$ cat config.mk
export PLATFORM = sky130hd
export DESIGN_NAME = store_tracker
export DESIGN_NICKNAME = d
export VERILOG_FILES = /design/src/source/tracer_pkg.sv /design/src/source/store_tracker.sv
export SDC_FILE = /design/constraint.sdc
export NUM_CORES = 2
export LEC_CHECK = 0
export BUFFER_PORTS_ARGS = -buffer_cell sky130_fd_sc_hd__buf_2
export CAP_MARGIN = 0
export CORE_MARGIN = 3
export CORE_UTILIZATION = 44
export CTS_CLUSTER_SIZE = 8
export DETAILED_ROUTE_END_ITERATION = 16
export HOLD_SLACK_MARGIN = 0.06
export PLACE_DENSITY = 0.67
export SLEW_MARGIN = 20
export SYNTH_ARGS = -nofsm -noshare
export SYNTH_HDL_FRONTEND = slang
export SYNTH_SLANG_ARGS = --single-unit
$ cat constraint.sdc
create_clock -name clk -period 10.22 [get_ports clk]
set_input_delay 0.511 -clock clk [delete_from_list [all_inputs] [get_ports clk]]
set_output_delay 0.511 -clock clk [all_outputs]
set_load 0.1 [all_outputs]
$ cat src/source/tracer_pkg.sv
/* commit tracer shared types */

package tracer_pkg;

    localparam int xlen = 64;          // register and data width
    localparam int ilen = 32;          // instruction word width
    localparam int csr_addr_w = 12;
    localparam int gpr_addr_w = 6;     // logical rd incl. fp bank bit
    localparam int strb_w = 8;         // one strobe bit per data byte
    localparam int size_w = 4;         // counts 0 to 8 bytes
    localparam int priv_w = 2;

    // register, csr, address and data values
    typedef logic [xlen-1:0] xlen_t;

    // raw instruction word
    typedef logic [ilen-1:0] inst_t;

    typedef logic [csr_addr_w-1:0] csr_addr_t;

    typedef logic [gpr_addr_w-1:0] gpr_addr_t;

    // byte enables of a store
    typedef logic [strb_w-1:0] strb_t;

    // bytes written by a store
    typedef logic [size_w-1:0] size_t;

    typedef logic [priv_w-1:0] priv_t;

    // supervisor csrs that shadow machine csrs
    localparam csr_addr_t csr_sstatus = 12'h100;
    localparam csr_addr_t csr_sie = 12'h104;
    localparam csr_addr_t csr_sip = 12'h144;

    // s-level to m-level distance in csr space
    localparam csr_addr_t csr_s_to_m_offset = 12'h200;

    // user counter window, time sits in between
    localparam csr_addr_t csr_cycle = 12'hc00;
    localparam csr_addr_t csr_instret = 12'hc02;

    // user counter to mcycle/minstret distance
    localparam csr_addr_t csr_u_to_m_offset = 12'h100;

endpackage

$ cat src/source/store_tracker.sv
/* store request tracker */

`timescale 1ns/1ps

module store_tracker #(
    parameter int store_tag_width = 4
)(
    input  logic                       clk,
    input  logic                       rst,
    input  logic                       st_req,       // dcache store request
    input  logic [store_tag_width-1:0] st_req_tag,
    input  tracer_pkg::xlen_t          st_addr,
    input  tracer_pkg::xlen_t          st_data,
    input  tracer_pkg::strb_t          st_strb,
    input  logic                       st_resp,      // store completed
    input  logic [store_tag_width-1:0] st_resp_tag,
    output tracer_pkg::size_t          mem_w,        // bytes written, 0 when idle
    output tracer_pkg::xlen_t          mem_addr,
    output tracer_pkg::xlen_t          mem_data
);

    localparam int depth = 2 ** store_tag_width;
    localparam int offs_w = $clog2(tracer_pkg::strb_w);

    tracer_pkg::xlen_t addr_mem [depth];
    tracer_pkg::xlen_t data_mem [depth];
    tracer_pkg::size_t size_mem [depth];

    logic [offs_w-1:0] lsb_idx;        // lowest enabled byte lane
    tracer_pkg::xlen_t data_aligned;
    tracer_pkg::size_t req_size;

    always_comb begin
        lsb_idx = '0;
        for (int i = tracer_pkg::strb_w - 1; i >= 0; i--) begin
            if (st_strb[i]) lsb_idx = offs_w'(i);
        end
    end

    // move the written bytes down to bit 0
    assign data_aligned = st_data >> {lsb_idx, 3'b000};
    assign req_size = tracer_pkg::size_t'($countones(st_strb));

    always_ff @(posedge clk) begin
        if (st_req) begin
            addr_mem[st_req_tag] <= st_addr;
            data_mem[st_req_tag] <= data_aligned;
            size_mem[st_req_tag] <= req_size;
        end
    end

    // response reads the entry as it was before this edge
    always_ff @(posedge clk) begin
        if (rst) begin
            mem_w <= '0;
        end else if (st_resp) begin
            mem_w <= size_mem[st_resp_tag];
        end else begin
            mem_w <= '0;
        end
    end

    always_ff @(posedge clk) begin
        if (st_resp) begin
            mem_addr <= addr_mem[st_resp_tag];
            mem_data <= data_mem[st_resp_tag];
        end
    end

endmodule

Word-level counts from Yosys, hierarchy flattened
Memories as Yosys holds them, arrays and structs flattened. A register that Yosys moved wholly into a read port is not among the register bits.
Cells that the tools add are included.

storage, ports and cells
  register bits = 0
  memory bits (writable) = 2,112
  input port bits = 148
  output and inout port bits = 132
  logic and storage cells = 23
  memories = 3

cells by class
  $add $sub $neg = 7
  shifts and indexed selects = 1
  multiplexer cells = 10
  bitwise logic cells = 1
  reduce and logical (&&, ||, !) cells = 1

memory list
  name      depth  width  rd ports  clocked after Yosys merged registers in  wr ports  RTL line             source
  addr_mem  16     64     1         1                                        1         store_tracker.sv:25  tracer_pkg::xlen_t addr_mem [depth];
  data_mem  16     64     1         1                                        1         store_tracker.sv:26  tracer_pkg::xlen_t data_mem [depth];
  size_mem  16     4      1         1                                        1         store_tracker.sv:27  tracer_pkg::size_t size_mem [depth];

operators with widths
  kind                         number
  >> shifter 64 x 6 -> 64 bit  1
  2-to-1 mux 3 bit             8
  adder 1 x 1 -> 2 bit         4
  adder 2 x 2 -> 3 bit         2
  adder 3 x 3 -> 4 bit         1
  2-to-1 mux 1 bit             2
  OR reduction 2 bit           1
  NOT 1 bit                    1

Depth between registers and ports, before layout
  depth in word-level cells = 9
  depth in mapped cells = 9
  gate-level depth less buffers = 9

Worst setup path before layout
Ideal clock, no wire load.

  kind = input to register
  from = input st_req_tag[2]
  to = memory addr_mem[0][0] (netlist name), enable pin
  library setup time = 787 ps
  data arrival time = 9,932 ps
  data required time = 9,433 ps
  slack = -499 ps
  stages on the path = 2
  path buffers = 0
  cells stage by stage = or3b_2 -> nor3_1

RTL lines
  what             RTL line             source
  start, declared  store_tracker.sv:11  input logic [store_tag_width-1:0] st_req_tag,
  end, declared    store_tracker.sv:25

No word-level cell before the write port.

Final worst setup path
  from = input st_strb[0]
  to = memory size_mem[1][2] (netlist name) (data pin)

between the ends
  longest elaborated chain between the ends = 3

RTL lines
  what                                        RTL line             source
  start, declared                             store_tracker.sv:14  input tracer_pkg::strb_t st_strb,
  adder 1 x 1 -> 2 bit (implied by the code)  store_tracker.sv:42  assign req_size = tracer_pkg::size_t'($countones(st_strb));
  adder 2 x 2 -> 3 bit (implied by the code)  store_tracker.sv:42
  adder 3 x 3 -> 4 bit (implied by the code)  store_tracker.sv:42
  named net req_size[2]                       store_tracker.sv:31  tracer_pkg::size_t req_size;
  end, declared                               store_tracker.sv:27

The timed path passes the listed nets, and every way through them passes these cells.

==> impl_metrics.toml <==
[logic_synthesis]
yosys.cell_types.count = 40
synth.avg_cell_area_um2 = 24.4
yosys_register_bits = 2244
synth_warnings = 0
syn-num-nets = 3676
async_reset_ff_share_pct = 0
synth_top_flop_cell = "edfxtp_1"
sequential_fraction_of_the_synthesis_area_pct = 78.5
synth_edf_count = 2240
post_synth_inst_count = 3521
post_synth_instance_area_um2 = 85800

[routing]
firstDrtPassIters = 5
first_iter_violations = 3968
route.met3.wl_um = 14100
wl_met1_um = 79100
drcViolationCount = 0
route.antenna.remaining_nets = 0
num_vias = 39800
topRoutingLayerUsed = "met4"
route.final.wire_length_um = 204000
avgRoutedWirePerCell_um = 30.7
drt-vias-per-instance = 5.98
route.met2.wl_um = 103000

[clocking]
clock_latency_ns = 0.93
htree_num_levels = 5
cts_tree = "done"
inserted_clock_buffers = 332
post_cts.resized_instances = 0
cts_num_sinks = 2244
cts-root-to-sink-buffers = 4
clkSlewWorstSetupHoldPaths_ns = 0.05
cts_root_buffer = "clkbuf_16"
cts_hold_buffers = 65
postCtsSetupBuffers = 0

[floorplan]
placement_rows = 161
fp.dieW_um = 448
core-area_um2 = 193000
io-pin-count = 280
design.die.area_um2 = 200000
die_height_um = 448
initial_core_util_pct = 44.4

[worst_hold_path]
hold_depth = 3
timing.hold.worst.class = "input pin to register"
min_delay_worst_endpoint = "data_mem[14][55]$_DFFE_PP_"
min-delay-start = "st_data[55]"

[timing]
finalCriticalPeriod_ns = 3.27
skew_ns = 0.0708
slew_headroom_pct = 28.1
final-hold-violation-count = 0
max_freq_ghz = 0.306
endpoints_failing_setup = 0
timing.final.crit_share_pct = 32.0
worst_pin_slew_ns = 1.07
setup_total_neg_slack_ns = 0
rsz0062_at_grt = "false"
report.final.slew_viol_count = 0

[layout]
post_route_cells_drive_above_1_share_pct = 34.3
post-route-cell-area_um2 = 99900
area_overhead_of_the_layout_relative_to_synthesis_pct = 16.4
most_frequent_cells_in_the_layout = "2240 x edfxtp_1, 638 x mux4_2, 338 x clkbuf_16, 275 x buf_2, 68 x mux2i_1"
most_frequent_standard_cell_in_the_layout_excluding_fill_and_tap_cells = "edfxtp_1"
num-nets-final = 4244
final.fill_count = 14500

[pwr]
worst_ir_drop_vdd_uv = 162
static-leakage-power_nw = 31.3
power.density_cell_area_nw_per_um2 = 215

[placement]
hpwlAfterDp_um = 102000
gp_routability_congestion = 0.775
portBuffers = 279
post_dp_cell_area_um2 = 90400

[setup_path]
worstReg2RegStart = "data_mem[14][29]$_DFFE_PP_"
crit_arrival_ns = 3.82
path_class = "input pin to register"
critical_path.cell_chain = "buf_2, inv_1, fa_1, fa_1, fa_1, inv_1, ha_1, inv_1, fa_1, xnor2_1"
timing.reg2reg.worst_path_depth = 2
timing.critical_path.slowest_stage_cell = "xnor2_1"
worst_path_most_repeated_cell = "fa_1"
setup.worst_path.start_class = "input pin"
cp_data_required_time_ns = 10.78
critical_path.max_stage_delay_ns = 0.83
timing.critical_path.fanout_max = 16
r2r_setup_slack_ns = 8.36
cp-end-kind = "register"
regToRegEndpoint = "mem_data[29]$_DFFE_PP_"
critPathLaunch = "st_strb[0]"

[outcome]
outcome = "finished, final reports clean"

[global_routing]
largest_net_degree_at_the_start_of_global_routing = 117
globalRouteTotalUtil_pct = 20.6
grt_antenna_before_repair = 12
via_count_of_the_first_global_routing_pass = 41400
wire_length_of_the_first_global_routing_pass_um = 295000
total_overflow_reported_by_the_global_router = 0

[job]
maxCapViolations = 0
## worst max path at each step
stage	cells past startpoint	slack, ns	end
2_1_floorplan	2	3.07	addr_mem[1][0]$_DFFE_PP_
3_3_place_gp	7	5.98	mem_data[36]$_DFFE_PP_
3_5_place_dp	7	5.95	mem_data[22]$_DFFE_PP_
4_1_cts	7	6.93	mem_data[22]$_DFFE_PP_
5_1_grt	7	6.59	mem_data[22]$_DFFE_PP_
6_report	10	6.95	size_mem[1][2]$_DFFE_PP_
## sequential cells by signal, indices dropped and copies added (netlist names)
signal and count:
size_mem 64, mem_addr 64, addr_mem 1024, mem_w 4, mem_data 64, data_mem 1024
## through the flow
stage	util (%)	setup slack (ns)	instances	power, mW	hold WS (ns)
2_1_floorplan	-	3.07	3521	11.8	0.610
3_3_place_gp	46.8	5.98	6209	12.2	0.791
3_5_place_dp	46.8	5.95	6209	12.3	0.800
4_1_cts	51.6	6.93	6632	21.6	0.153
5_1_grt	51.7	6.59	6643	22.1	0.152
6_report	51.7	6.95	6646	21.4	0.198
## cell type report
| type | instances | area, µm² | share of cell area [%] |
|---|---|---|---|
| diodes | 7 | 17.5 | 0.0175 |
| repair buffers | 423 | 2920 | 2.93 |
| inverters | 14 | 52.6 | 0.0526 |
| multi-input cells | 1074 | 17700 | 17.8 |
| well taps | 2526 | 3160 | 3.16 |
| clock buffers | 347 | 8490 | 8.50 |
| clock inverters | 11 | 136 | 0.137 |
| flip-flops and latches | 2244 | 67300 | 67.4 |
## critical path: cells and delay by family
family / cells / cell delay (ns)
adder cells (fa/ha/maj): 5 / 2.12
buffers and inverters: 4 / 0.35
XOR/XNOR: 1 / 0.83
## cell usage after synthesis (6+ instances only)
cell       number  area [µm²]
nand4_1         8        50.1
mux4_2        638       14400
mux2i_1        68         681
nand2_1        20        75.1
buf_4           9        67.6
nor2_1         16        60.1
mux2_2         29         327
o211ai_1        8        60.1
and2_1         24         150
nand3_1        25         125
o21ai_0         8        40.0
buf_1           6        22.5
buf_2          85         425
inv_1          14        52.6
a211oi_1       52         390
o2bb2ai_1       8        70.1
edfxtp_1     2240       67300
a21o_1          8        60.1
nor2b_1        58         363
a21oi_1        70         350
clkbuf_1       85         319
## layer usage
| metal | global-route usage [%] | vias up |
|---|---|---|
| met5 | 0 | - |
| met4 | 7.98 | 0 |
| met3 | 3.72 | 389 |
| met2 | 33.9 | 1701 |
| met1 | 27.4 | 21500 |
| li1 | - | 16200 |
## cell families (layout without fill, tap and decap cells)
| kind of cell | after synthesis | after routing | share of synthesized area, % |
|---|---|---|---|
| and+or+nand+nor | 167 | 167 | 1.08 |
| buffers and inverters | 203 | 795 | 1.10 |
| xor gates and xnor gates | 1 | 1 | 0.0102 |
| adders and majority gates | 7 | 7 | 0.137 |
| DFF | 2244 | 2244 | 78.5 |
| muxes | 740 | 740 | 18.0 |
| AOI/OAI and AO/OA | 159 | 159 | 1.18 |
| other | 0 | 7 | 0 |
## where the power goes
part / leakage (nW) / switching, mW / internal (mW) / total, mW
combinational: 7.17 / 1.03 / 0.475 / 1.51
sequential: 19.9 / 0.0760 / 10.5 / 10.6
clock: 4.24 / 3.50 / 5.81 / 9.32
total: 31.3 / 4.61 / 16.8 / 21.4
Power figures use the tool's default switching activity.
