`src/source/tracer_pkg.sv`:
```
/* commit tracer shared types */

package tracer_pkg;

    localparam int xlen = 64;          // register and data width
    localparam int ilen = 32;          // instruction word width
    localparam int csr_addr_w = 12;
    localparam int gpr_addr_w = 6;     // logical rd incl. fp bank bit
    localparam int strb_w = 8;         // one strobe bit per data byte
    localparam int size_w = 4;         // counts 0 to 8 bytes
    localparam int priv_w = 2;

    // register, csr, address and data values
    typedef logic [xlen-1:0] xlen_t;

    // raw instruction word
    typedef logic [ilen-1:0] inst_t;

    typedef logic [csr_addr_w-1:0] csr_addr_t;

    typedef logic [gpr_addr_w-1:0] gpr_addr_t;

    // byte enables of a store
    typedef logic [strb_w-1:0] strb_t;

    // bytes written by a store
    typedef logic [size_w-1:0] size_t;

    typedef logic [priv_w-1:0] priv_t;

    // supervisor csrs that shadow machine csrs
    localparam csr_addr_t csr_sstatus = 12'h100;
    localparam csr_addr_t csr_sie = 12'h104;
    localparam csr_addr_t csr_sip = 12'h144;

    // s-level to m-level distance in csr space
    localparam csr_addr_t csr_s_to_m_offset = 12'h200;

    // user counter window, time sits in between
    localparam csr_addr_t csr_cycle = 12'hc00;
    localparam csr_addr_t csr_instret = 12'hc02;

    // user counter to mcycle/minstret distance
    localparam csr_addr_t csr_u_to_m_offset = 12'h100;

endpackage

```
`src/source/csr_snap_if.sv`:
```
/* csr snapshot lookup */

`timescale 1ns/1ps

interface csr_snap_if #(
    parameter int op_id_width = 7
);
    logic [op_id_width-1:0] op_id;     // id of the committing op
    tracer_pkg::xlen_t      mstatus;
    tracer_pkg::xlen_t      mtvec;
    tracer_pkg::xlen_t      mepc;
    tracer_pkg::xlen_t      mcause;

    // snapshot memory side
    modport tbl (
        input  op_id,
        output mstatus, mtvec, mepc, mcause
    );

    // commit stage side
    modport reader (
        output op_id,
        input  mstatus, mtvec, mepc, mcause
    );

endinterface

```
`src/source/commit_trace.sv`:
```
/* commit record stage */

`timescale 1ns/1ps

module commit_trace #(
    parameter int op_id_width = 7
)(
    input  logic                    clk,
    input  logic                    rst,
    input  logic                    cmt_valid,     // one lane retires
    input  logic [op_id_width-1:0]  cmt_op_id,
    input  tracer_pkg::xlen_t       cmt_pc,
    input  tracer_pkg::inst_t       cmt_ir,
    input  tracer_pkg::gpr_addr_t   cmt_rd,
    input  tracer_pkg::priv_t       cmt_level,
    input  logic                    csr_we,
    input  tracer_pkg::csr_addr_t   csr_addr,
    input  tracer_pkg::xlen_t       csr_wdata,
    input  logic                    trap_taken,
    input  logic                    trap_to_s,     // trap delegated to s-mode
    csr_snap_if.reader              snap,
    output logic                    trace_valid,
    output tracer_pkg::xlen_t       trace_pc,
    output tracer_pkg::inst_t       trace_ir,
    output tracer_pkg::gpr_addr_t   trace_rd,
    output logic                    trace_gpr,     // rd written
    output tracer_pkg::priv_t       trace_level,
    output tracer_pkg::xlen_t       trace_mstatus,
    output tracer_pkg::xlen_t       trace_mtvec,
    output tracer_pkg::xlen_t       trace_mepc,
    output tracer_pkg::xlen_t       trace_mcause,
    output logic                    csr_w,
    output tracer_pkg::csr_addr_t   csr_a,
    output tracer_pkg::xlen_t       csr_v,
    output logic                    trap_m,
    output logic                    trap_s
);

    tracer_pkg::csr_addr_t csr_a_alias;

    assign snap.op_id = cmt_op_id;     // look up snapshot of the retiring op

    // report writes under the machine-level name the reference model uses
    always_comb begin
        csr_a_alias = csr_addr;
        if (csr_addr == tracer_pkg::csr_sstatus || csr_addr == tracer_pkg::csr_sie ||
            csr_addr == tracer_pkg::csr_sip) begin
            csr_a_alias = csr_addr + tracer_pkg::csr_s_to_m_offset;
        end else if (csr_addr >= tracer_pkg::csr_cycle &&
                     csr_addr <= tracer_pkg::csr_instret) begin
            csr_a_alias = csr_addr - tracer_pkg::csr_u_to_m_offset;   // cycle, time, instret
        end
    end

    always_ff @(posedge clk) begin
        if (rst) begin
            trace_valid <= 1'b0;
            csr_w       <= 1'b0;
            trap_m      <= 1'b0;
            trap_s      <= 1'b0;
        end else begin
            trace_valid <= cmt_valid;
            csr_w       <= csr_we;
            trap_m      <= trap_taken & ~trap_to_s;
            trap_s      <= trap_taken & trap_to_s;
        end
    end

    // commit payload
    always_ff @(posedge clk) begin
        if (cmt_valid) begin
            trace_pc      <= cmt_pc;
            trace_ir      <= cmt_ir;
            trace_rd      <= cmt_rd;
            trace_gpr     <= |cmt_rd;    // x0 is never a real write
            trace_level   <= cmt_level;
            trace_mstatus <= snap.mstatus;
            trace_mtvec   <= snap.mtvec;
            trace_mepc    <= snap.mepc;
            trace_mcause  <= snap.mcause;
        end
    end

    always_ff @(posedge clk) begin
        if (csr_we) begin
            csr_a <= csr_a_alias;
            csr_v <= csr_wdata;
        end
    end

endmodule

```
`src/flat_wrapper.sv`:
```
// flat-port wrapper written by rule: the top's interface ports become plain ports
module commit_trace_flat 
#(
    parameter int op_id_width = 7
)
  (clk, rst, cmt_valid, cmt_op_id, cmt_pc, cmt_ir, cmt_rd, cmt_level, csr_we, csr_addr, csr_wdata, trap_taken, trap_to_s, trace_valid, trace_pc, trace_ir, trace_rd, trace_gpr, trace_level, trace_mstatus, trace_mtvec, trace_mepc, trace_mcause, csr_w, csr_a, csr_v, trap_m, trap_s, snap_op_id, snap_mstatus, snap_mtvec, snap_mepc, snap_mcause);
  csr_snap_if #(.op_id_width(op_id_width)) snap_i ();
  input  logic clk;
  input  logic rst;
  input  logic cmt_valid;
  input  logic [op_id_width-1:0] cmt_op_id;
  input  tracer_pkg::xlen_t cmt_pc;
  input  tracer_pkg::inst_t cmt_ir;
  input  tracer_pkg::gpr_addr_t cmt_rd;
  input  tracer_pkg::priv_t cmt_level;
  input  logic csr_we;
  input  tracer_pkg::csr_addr_t csr_addr;
  input  tracer_pkg::xlen_t csr_wdata;
  input  logic trap_taken;
  input  logic trap_to_s;
  output logic trace_valid;
  output tracer_pkg::xlen_t trace_pc;
  output tracer_pkg::inst_t trace_ir;
  output tracer_pkg::gpr_addr_t trace_rd;
  output logic trace_gpr;
  output tracer_pkg::priv_t trace_level;
  output tracer_pkg::xlen_t trace_mstatus;
  output tracer_pkg::xlen_t trace_mtvec;
  output tracer_pkg::xlen_t trace_mepc;
  output tracer_pkg::xlen_t trace_mcause;
  output logic csr_w;
  output tracer_pkg::csr_addr_t csr_a;
  output tracer_pkg::xlen_t csr_v;
  output logic trap_m;
  output logic trap_s;
  output wire logic [$bits(snap_i.op_id)-1:0] snap_op_id;
  input wire logic [$bits(snap_i.mstatus)-1:0] snap_mstatus;
  input wire logic [$bits(snap_i.mtvec)-1:0] snap_mtvec;
  input wire logic [$bits(snap_i.mepc)-1:0] snap_mepc;
  input wire logic [$bits(snap_i.mcause)-1:0] snap_mcause;
  assign snap_op_id = snap_i.op_id;
  assign snap_i.mstatus = snap_mstatus;
  assign snap_i.mtvec = snap_mtvec;
  assign snap_i.mepc = snap_mepc;
  assign snap_i.mcause = snap_mcause;
  commit_trace #(.op_id_width(op_id_width)) u_core (.clk(clk), .rst(rst), .cmt_valid(cmt_valid), .cmt_op_id(cmt_op_id), .cmt_pc(cmt_pc), .cmt_ir(cmt_ir), .cmt_rd(cmt_rd), .cmt_level(cmt_level), .csr_we(csr_we), .csr_addr(csr_addr), .csr_wdata(csr_wdata), .trap_taken(trap_taken), .trap_to_s(trap_to_s), .snap(snap_i), .trace_valid(trace_valid), .trace_pc(trace_pc), .trace_ir(trace_ir), .trace_rd(trace_rd), .trace_gpr(trace_gpr), .trace_level(trace_level), .trace_mstatus(trace_mstatus), .trace_mtvec(trace_mtvec), .trace_mepc(trace_mepc), .trace_mcause(trace_mcause), .csr_w(csr_w), .csr_a(csr_a), .csr_v(csr_v), .trap_m(trap_m), .trap_s(trap_s));
endmodule
```
`config.mk`:
```
export PLATFORM = sky130hd
export DESIGN_NAME = commit_trace_flat
export DESIGN_NICKNAME = d
export VERILOG_FILES = /design/src/source/tracer_pkg.sv /design/src/source/csr_snap_if.sv /design/src/source/commit_trace.sv /design/src/flat_wrapper.sv
export SDC_FILE = /design/constraint.sdc
export NUM_CORES = 1
export LEC_CHECK = 0
export BUFFER_PORTS_ARGS = -buffer_cell sky130_fd_sc_hd__buf_2
export CORE_AREA = 2 2 348 350
export CTS_CLUSTER_SIZE = 25
export DETAILED_ROUTE_END_ITERATION = 10
export DIE_AREA = 0 0 350 352
export GPL_TIMING_DRIVEN = 0
export HOLD_SLACK_MARGIN = 0.05
export PLACE_DENSITY = 0.3
export SLEW_MARGIN = 10
export SYNTH_ARGS = -nofsm -noshare
export SYNTH_HDL_FRONTEND = slang
export SYNTH_SLANG_ARGS = --single-unit
```
`constraint.sdc`:
```
create_clock -name clk -period 2.3 [get_ports clk]
set_input_delay 0.345 -clock clk [delete_from_list [all_inputs] [get_ports clk]]
set_output_delay 0.345 -clock clk [all_outputs]
set_load 0.02 [all_outputs]
```
# Word-level counts from Yosys, hierarchy flattened
# Cells that the tools add are included.
dict set report totals {
  regBits 441
  latch_bits 0
  mem_bits_rw 0
  rom_bits 0
  input_bits 449
  wordCells 31
  memories 0
}
dict set report classes {
  add_sub_neg 2
  n_mul 0
  div 0
  magnitude_cmp 2
  n_eq_ne 3
  n_shift 0
  muxes 2
  bitwise 3
  reduce_logical 4
}
# cell n
set op_table {}
lappend op_table {{$eq A12 B9 Y1 const B} 3}
lappend op_table {{$mux W12} 2}
lappend op_table {{$add A12 B10 Y12 const B} 1}
lappend op_table {{$ge A12 B12 Y1 const B} 1}
lappend op_table {{$le A12 B12 Y1 const B} 1}
lappend op_table {{$sub A12 B9 Y12 const B} 1}
lappend op_table {{$reduce_or A6 Y1} 1}
lappend op_table {{$and A1 B1 Y1} 2}
lappend op_table {{$logic_or A1 B1 Y1} 2}
lappend op_table {{$logic_and A1 B1 Y1} 1}
lappend op_table {{$not A1 Y1} 1}

# Logic depth before layout (Yosys ltp)
# Gate-level depths: netlist of the first run.
dict set report depth {
  depth_word 4
  ltp_mapped 6
  mapped_depth_nobuf 6
}

# Worst setup path before layout of the first run
# Ideal clock, no wire load.
dict set report synth_timing {
  kind {input -> register}
  start {in csr_addr[9]}
  end {reg u_core.csr_a[9] (data pin)}
  setup_time_ps 158
  arrival_ps 1587
  required_time_ps 2142
  setup_slack_ps 555
  cell_stages 6
  path_buffers 0
  path_cell_list {inv_1 > ha_1 > nor4b_1 > a22oi_2 > a2111o_1 > o211ai_1}
}
dict set report synth_via {
  elab_chain_len 4
  elab_cells_between_ends 12
}
# item line
set synth_rtl {}
lappend synth_rtl {{start: declaration} flat_wrapper.sv:17} ;# input tracer_pkg::csr_addr_t csr_addr;
lappend synth_rtl {{$ge A12 B12 Y1, or another cell as far along} commit_trace.sv:49} ;# end else if (csr_addr >= tracer_pkg::csr_cycle &&
lappend synth_rtl {{$logic_and A1 B1 Y1 or $logic_or A1 B1 Y1 (tied branches)} {commit_trace.sv:49, commit_trace.sv:46}}
lappend synth_rtl {{$mux W12 or $logic_or A1 B1 Y1 (tied branches)} {commit_trace.sv:49, commit_trace.sv:46}}
lappend synth_rtl {{$mux W12 *} commit_trace.sv:46} ;# if (csr_addr == tracer_pkg::csr_sstatus || csr_addr == tracer_pkg::csr_sie ||
lappend synth_rtl {{net u_core.csr_a_alias[9]} commit_trace.sv:39} ;# tracer_pkg::csr_addr_t csr_a_alias;
lappend synth_rtl {{end signal: assignment} commit_trace.sv:86} ;# csr_a <= csr_a_alias;
lappend synth_rtl {{end: declaration} commit_trace.sv:33} ;# output tracer_pkg::csr_addr_t csr_a,
# The timed path passes the listed nets; every way through them passes the cells marked *.
# A chain may end at the register's enable or synchronous reset.

# Worst setup path after layout of the first run
dict set report layout_timing {
  start {in cmt_valid}
  end {reg u_core.trace_pc[8] (enable)}
}
# item line
set layout_rtl {}
lappend layout_rtl {{start: declaration} flat_wrapper.sv:10} ;# input logic cmt_valid;
lappend layout_rtl {{end signal: assignment} commit_trace.sv:72} ;# trace_pc <= cmt_pc;
lappend layout_rtl {{end: declaration} commit_trace.sv:23} ;# output tracer_pkg::xlen_t trace_pc,
# No word-level cell between the ends.

==> flow_summary_export.csv, run 1 <==
group,metric,value,unit
status,run_status,"complete, no violations",
route,drcViolationCount,0,
route,drtIter0Drc,576,
logic_synthesis,syn-num-nets,949,
grt,antenna_found_initial,27,
timing,finalMaxSlewViolations,0,
grt,grt_pass1_wl,86300,um
pwr,p_int,0.0159,W
logic_synthesis,synth_top_cell_by_area,"edfxtp_1",
cells_and_area,fin_nets,2340,
grt,grt-ovfl-total,0,
pwr,p_leak,10.8,nW
critical_path,required,2560,ps
clock_network,root_buffer,"clkbuf_16",
clock_network,cts_tree,"done",
cells_and_area,seq_area,13200,um2
critical_path,crit_type,"input port to register",
critical_path,startpoint,"cmt_valid",
timing,relSlewSlack,0.537,
clock_network,clockBufferDepth,3,
clock_network,cts_post_setup_buffers_inserted,0,
pwr,p_sw,0.00557,W
grt,grt_pass1_vias,11900,
cells_and_area,fillCellCount,12700,
logic_synthesis,synth_top_area_frac,0.965,
placed_design,dp_hpwl,48900,um
clock_network,cts_sinks,441,
pwr,p_clk_frac,0.411,
timing,min_period,1920,ps
worst_hold_path,holdCritPathClass,"input port to register",
timing,finalSetupViolCount,0,
die,dieWidth,350,um
clock_network,path_clk_slew,50,ps
timing,holdWs,199,ps
placed_design,pre_cts_ws,-98.6,ps
route,vias,10700,
clock_network,htree_levels,2,
die,initial_utilization,0.114,
cells_and_area,post-route-util,0.221,
route,detail_route.wl_per_cell,18.1,um
critical_path,arrival,2180,ps
timing,timing.final.crit_share,0.835,
clock_network,cts_buffers,57,
placed_design,port_buffers,889,
route,dr.pass1.iters,4,
critical_path,path_max_fanout,88,
clock_network,ctsResizeCount,0,
die,die_h,352,um
logic_synthesis,synth_cells,493,
critical_path,crit_path_start_kind,"input port",
logic_synthesis,syn_area,13600,um2
timing,final-hold-violation-count,0,
logic_synthesis,synth_cell_type_count,27,
cells_and_area,multi_input_area,320,um2
timing,fin_ws,379,ps
die,io_pins,897,
logic_synthesis,ys_ff_latch,441,
pwr,swShare,0.260,
pwr,ir_worst_vdd,0.472,mV
placed_design,globalplace.congestion,0.778,
pwr,comb_power_share,0.135,
pwr,p_per_area,811,nW/um2
critical_path,endpoint_kind,"register",
die,dieArea,123000,um2
pwr,p_seq_frac,0.454,
cells_and_area,areaGrowthSynthToFinish,94.4,%
timing,rsz0062_at_grt,"false",
run,maxCapViolCount,0,
cells_and_area,layout-drive-gt1-share,0.511,
logic_synthesis,yosysWarnings,0,
grt,grt_use_total,0.0992,
route,ant_nets,0,
logic_synthesis,synth.area.top_cells,"edfxtp_1 (97%), ha_1 (0.64%), dfxtp_1 (0.59%)",
route,post_drt_via_cell_ratio,3.02,
route,drt_wl_total,64100,um
die,row_count,127,
timing,clock.fmax,521,MHz
timing,worst_slew_pin_slew,695,ps
grt,grt_max_degree,113,
logic_synthesis,avgSynthCellArea,27.6,um2
critical_path,crit_path_end,"u_core.trace_pc[8]",
logic_synthesis,synth-seq-area-share,0.971,
die,coreArea,119000,um2
-- cell usage after synthesis --
library cell / n
nand2b_1: 1
nand4_1: 1
a21oi_1: 2
ha_1: 7
inv_1: 5
nor4_4: 1
dfxtp_1: 4
o21ai_1: 1
o2111a_1: 1
buf_4: 7
and4b_1: 1
nand2_1: 6
a22oi_2: 1
nor2b_1: 2
nor4_1: 1
nor3b_1: 1
nor4b_1: 2
nand3_1: 1
a221oi_1: 1
a2111o_1: 1
o211ai_1: 2
nor3_1: 1
xnor2_1: 1
nand3_2: 1
edfxtp_1: 437
and3b_1: 1
nor2_1: 3
-- layout by cell type, fill, tap and decap left out --
cell and instances:
ha_1 7, a2111o_1 1, nand2b_1 1, clkinvlp_4 6
clkbuf_16 60, nand2_1 6, nor4_1 1, o211ai_1 2
nor3b_1 1, a22oi_2 1, clkinv_4 2, a221oi_1 1
xnor2_1 1, nor4b_1 2, nor2_1 3, and4b_1 1
clkinv_1 10, nor4_4 1, o21ai_1 1, diode_2 12
inv_6 4, buf_4 8, dfxtp_1 4, bufinv_16 4
buf_16 4, inv_1 5, buf_8 1, and3b_1 1
nor2b_1 2, clkbuf_1 11, nand4_1 1, nand3_2 1
o2111a_1 1, dlygate4sd3_1 438, nand3_1 1, a21oi_1 2
nor3_1 1, clkinv_2 7, edfxtp_1 437, buf_2 887
-- how the worst min path moves through the flow --
stage,cells after the start,endpoint,from
after CTS,3,u_core.csr_a[9],csr_addr[9]
after detailed placement,1,u_core.trace_mstatus[58],snap_mstatus[58]
after global routing,3,u_core.csr_a[9],csr_addr[9]
after floorplan,1,u_core.csr_w,rst
final,3,u_core.csr_a[11],csr_addr[11]
after global placement,1,u_core.csr_v[44],csr_wdata[44]
-- cell type report --
class,instances,area share
timing repair buffer,1332,0.340
multi-input combinational,40,0.0121
tap,1612,0.0763
clock buffer,70,0.0574
sequential,441,0.500
buffer,7,0.00199
antenna,12,0.00114
inverter,5,0.000710
clock inverter,33,0.0110
-- registers in the layout (all words and copies together) (netlist names), 2 cells and up --
name / flops
u_core.csr_v: 64
u_core.trace_mcause: 64
u_core.trace_mepc: 64
u_core.trace_mstatus: 64
u_core.trace_mtvec: 64
u_core.trace_pc: 64
u_core.trace_ir: 32
u_core.csr_a: 12
u_core.trace_rd: 6
u_core.trace_level: 2
-- cells by family after synthesis --
logic type / share of synthesized area
AND/OR/NAND/NOR: 0.0110
XOR/XNOR: 0.000644
AO/OA/AOI/OAI: 0.00543
buffers and inverters: 0.00525
adder cells (fa/ha/maj): 0.00644
flip-flops: 0.971
-- through the flow --
stage / area [um2] / total power [W] / TNS, ps / instances
after floorplan: 13600 / 0.0108 / 0 / 493
after global placement: 20100 / 0.0123 / -1811340 / 2994
after detailed placement: 20200 / 0.0122 / -7400 / 2999
after CTS: 26400 / 0.0220 / 0 / 3540
after global routing: 26400 / 0.0224 / 0 / 3548
final: 26400 / 0.0214 / 0 / 3552
-- what timing repair did --
| item | 4_1_cts | 5_1_grt |
|---|---|---|
| hold buffers | 438 | 0 |
| endpoints found under the setup margin | 0 | 112 |
| endpoints found under the hold margin | 444 | 0 |
-- power by group through the flow --
stage,registers [W],logic [W],clock network (W)
final,0.00974,0.00289,0.00880
after global routing,0.00980,0.00307,0.00955
after CTS,0.00975,0.00297,0.00931
after detailed placement,0.00990,0.00233,0
after global placement,0.00999,0.00230,0
after floorplan,0.0107,0.0000415,0
-- critical path, cell delays in order --
cell and delay (ps):
dlygate4sd3_1 570, buf_8 320, buf_16 330, buf_16 290
-- per-layer routing --
metal,part of all wire,up-vias,track usage
met5,0.0029,-,0
met4,0.028,28,0.0322
met3,0.095,114,0.0360
met2,0.50,550,0.173
met1,0.38,5231,0.112
li1,-,4804,-
(Power assumes the default switching activity.)
==> inputs of run 2 (changes only) <==
Clock period 2.3 ns to 2 ns, I/O delays scaled along.
==> run 2 against run 1 <==
Largest power group unchanged; via count is 0.16% lower; die area is the same; flip-flop and latch count did not move; critical endpoint is now u_core.csr_a[9].
==> flow_summary_export.csv, run 2 (synthesized netlist as in run 1, its figures left out) <==
group,metric,value,unit
status,run_status,"complete, no violations",
route,vias,10700,
route,post_drt_via_cell_ratio,3.02,
die,initial_utilization,0.114,
critical_path,cp_slowest_cell,"dlygate4sd3_1",
pwr,ir_worst_vdd,0.543,mV
route,detail_route.wl_per_cell,18.0,um
route,ant_nets,0,
timing,finalSetupViolCount,0,
die,row_count,127,
route,drt_wl_total,63800,um
timing,timing.final.crit_share,0.867,
timing,finalMaxSlewViolations,0,
clock_network,cts_sinks,441,
clock_network,root_buffer,"clkbuf_16",
clock_network,htree_levels,2,
critical_path,arrival,2180,ps
critical_path,startpoint,"csr_addr[1]",
timing,holdWs,155,ps
cells_and_area,fin_nets,2340,
worst_hold_path,hp-start,"csr_addr[11]",
critical_path,crit_type,"input port to register",
clock_network,cts_tree,"done",
die,io_pins,897,
clock_network,ctsResizeCount,0,
timing,worst_slew_pin_slew,662,ps
critical_path,path_max_fanout,4,
critical_path,path_buf_inv,2,
die,coreArea,119000,um2
critical_path,endpoint_kind,"register",
timing,min_period,1730,ps
critical_path,cp_cell_sequence,"dlygate4sd3_1 -> buf_2 -> nor4b_1 -> a22oi_2 -> a2111o_1 -> o211ai_1",
grt,grt-ovfl-total,0,
grt,grt_max_degree,113,
cells_and_area,areaGrowthSynthToFinish,94.5,%
cells_and_area,fillCellCount,12700,
grt,grt_pass1_wl,86500,um
timing,final-hold-violation-count,0,
worst_hold_path,holdCritPathClass,"input port to register",
timing,relSlewSlack,0.559,
critical_path,max_stage_delay,530,ps
grt,grt_pass1_vias,11900,
critical_path,crit_path_start_kind,"input port",
critical_path,required,2450,ps
clock_network,cts_buffers,57,
clock_network,cts.hold.buffers_added,438,
placed_design,dp_hpwl,48900,um
cells_and_area,final_cells,3551,
cells_and_area,layout-drive-gt1-share,0.512,
cells_and_area,mostFrequentLayoutCell,"buf_2",
placed_design,globalplace.congestion,0.778,
route,dr.pass1.iters,4,
pwr,p_per_area,932,nW/um2
clock_network,clockBufferDepth,3,
timing,rsz0062_at_grt,"false",
run,maxCapViolCount,0,
clock_network,cts_post_setup_buffers_inserted,0,
critical_path,critical_path.top_delay_family,"compound AO/OA/AOI/OAI gates",
grt,antenna_found_initial,27,
placed_design,port_buffers,889,
grt,grt_use_total,0.0993,
die,dieArea,123000,um2
route,drtIter0Drc,593,
placed_design,placedCellCount,2999,
pwr,p_leak,10.8,nW
route,drcViolationCount,0,
clock_network,path_clk_slew,60,ps
die,die_h,352,um
die,dieWidth,350,um
timing,clock.fmax,577,MHz
cells_and_area,mostFrequentLayoutCells,"buf_2 (887), dlygate4sd3_1 (437), edfxtp_1 (437)",
run 2: cell count changes in the layout (fill, tap and decap cells not counted), sizes merged:
cell and change:
dlygate4sd3 -1, diode -1, buf +2, clkbuf -1
run 2: worst paths after layout:
path / depth (start not counted) / slack [ps] / to
hold / removal: 3 / 150 / u_core.csr_a[11]
setup / recovery: 6 / 270 / u_core.csr_a[9]
run 2: area by class of cell:
cell class	count	area, um2	share of cell area
sequential	441	13200	0.499
timing repair buffer	1332	8990	0.340
tap	1612	2020	0.0763
clock buffer	70	1520	0.0574
multi-input combinational	40	320	0.0121
clock inverter	33	290	0.0110
buffer	7	52.6	0.00199
antenna	11	27.5	0.00104
inverter	5	18.8	0.000710
run 2: per-stage QoR:
stage / util / total power, W / TNS [ps] / area [um2] / setup WS, ps
finish: 0.222 / 0.0246 / 0 / 26400 / 266
global route: 0.222 / 0.0258 / 0 / 26400 / 171
CTS: 0.221 / 0.0253 / 0 / 26400 / 145
detailed placement: 0.169 / 0.0141 / -36480 / 20200 / -354
global placement: 0.168 / 0.0141 / -1914040 / 20100 / -5360
floorplan: - / 0.0124 / 0 / 13600 / 300
run 2: tightest hold or removal path, cell delays in order:
cell	delay (ps)
buf_2	140
inv_1	80
o21ai_1	80
run 2: metal layers:
metal | global-route usage | share of wire | vias up
met5 | 0 | 0.0031 | -
met4 | 0.0328 | 0.029 | 28
met3 | 0.0362 | 0.096 | 116
met2 | 0.173 | 0.49 | 566
met1 | 0.111 | 0.38 | 5193
li1 | - | - | 4807
run 2: report_power, final:
group	internal, W	switching, W
registers	0.0110	0.000221
logic	0.00138	0.00195
clock network	0.00589	0.00423
total	0.0182	0.00641
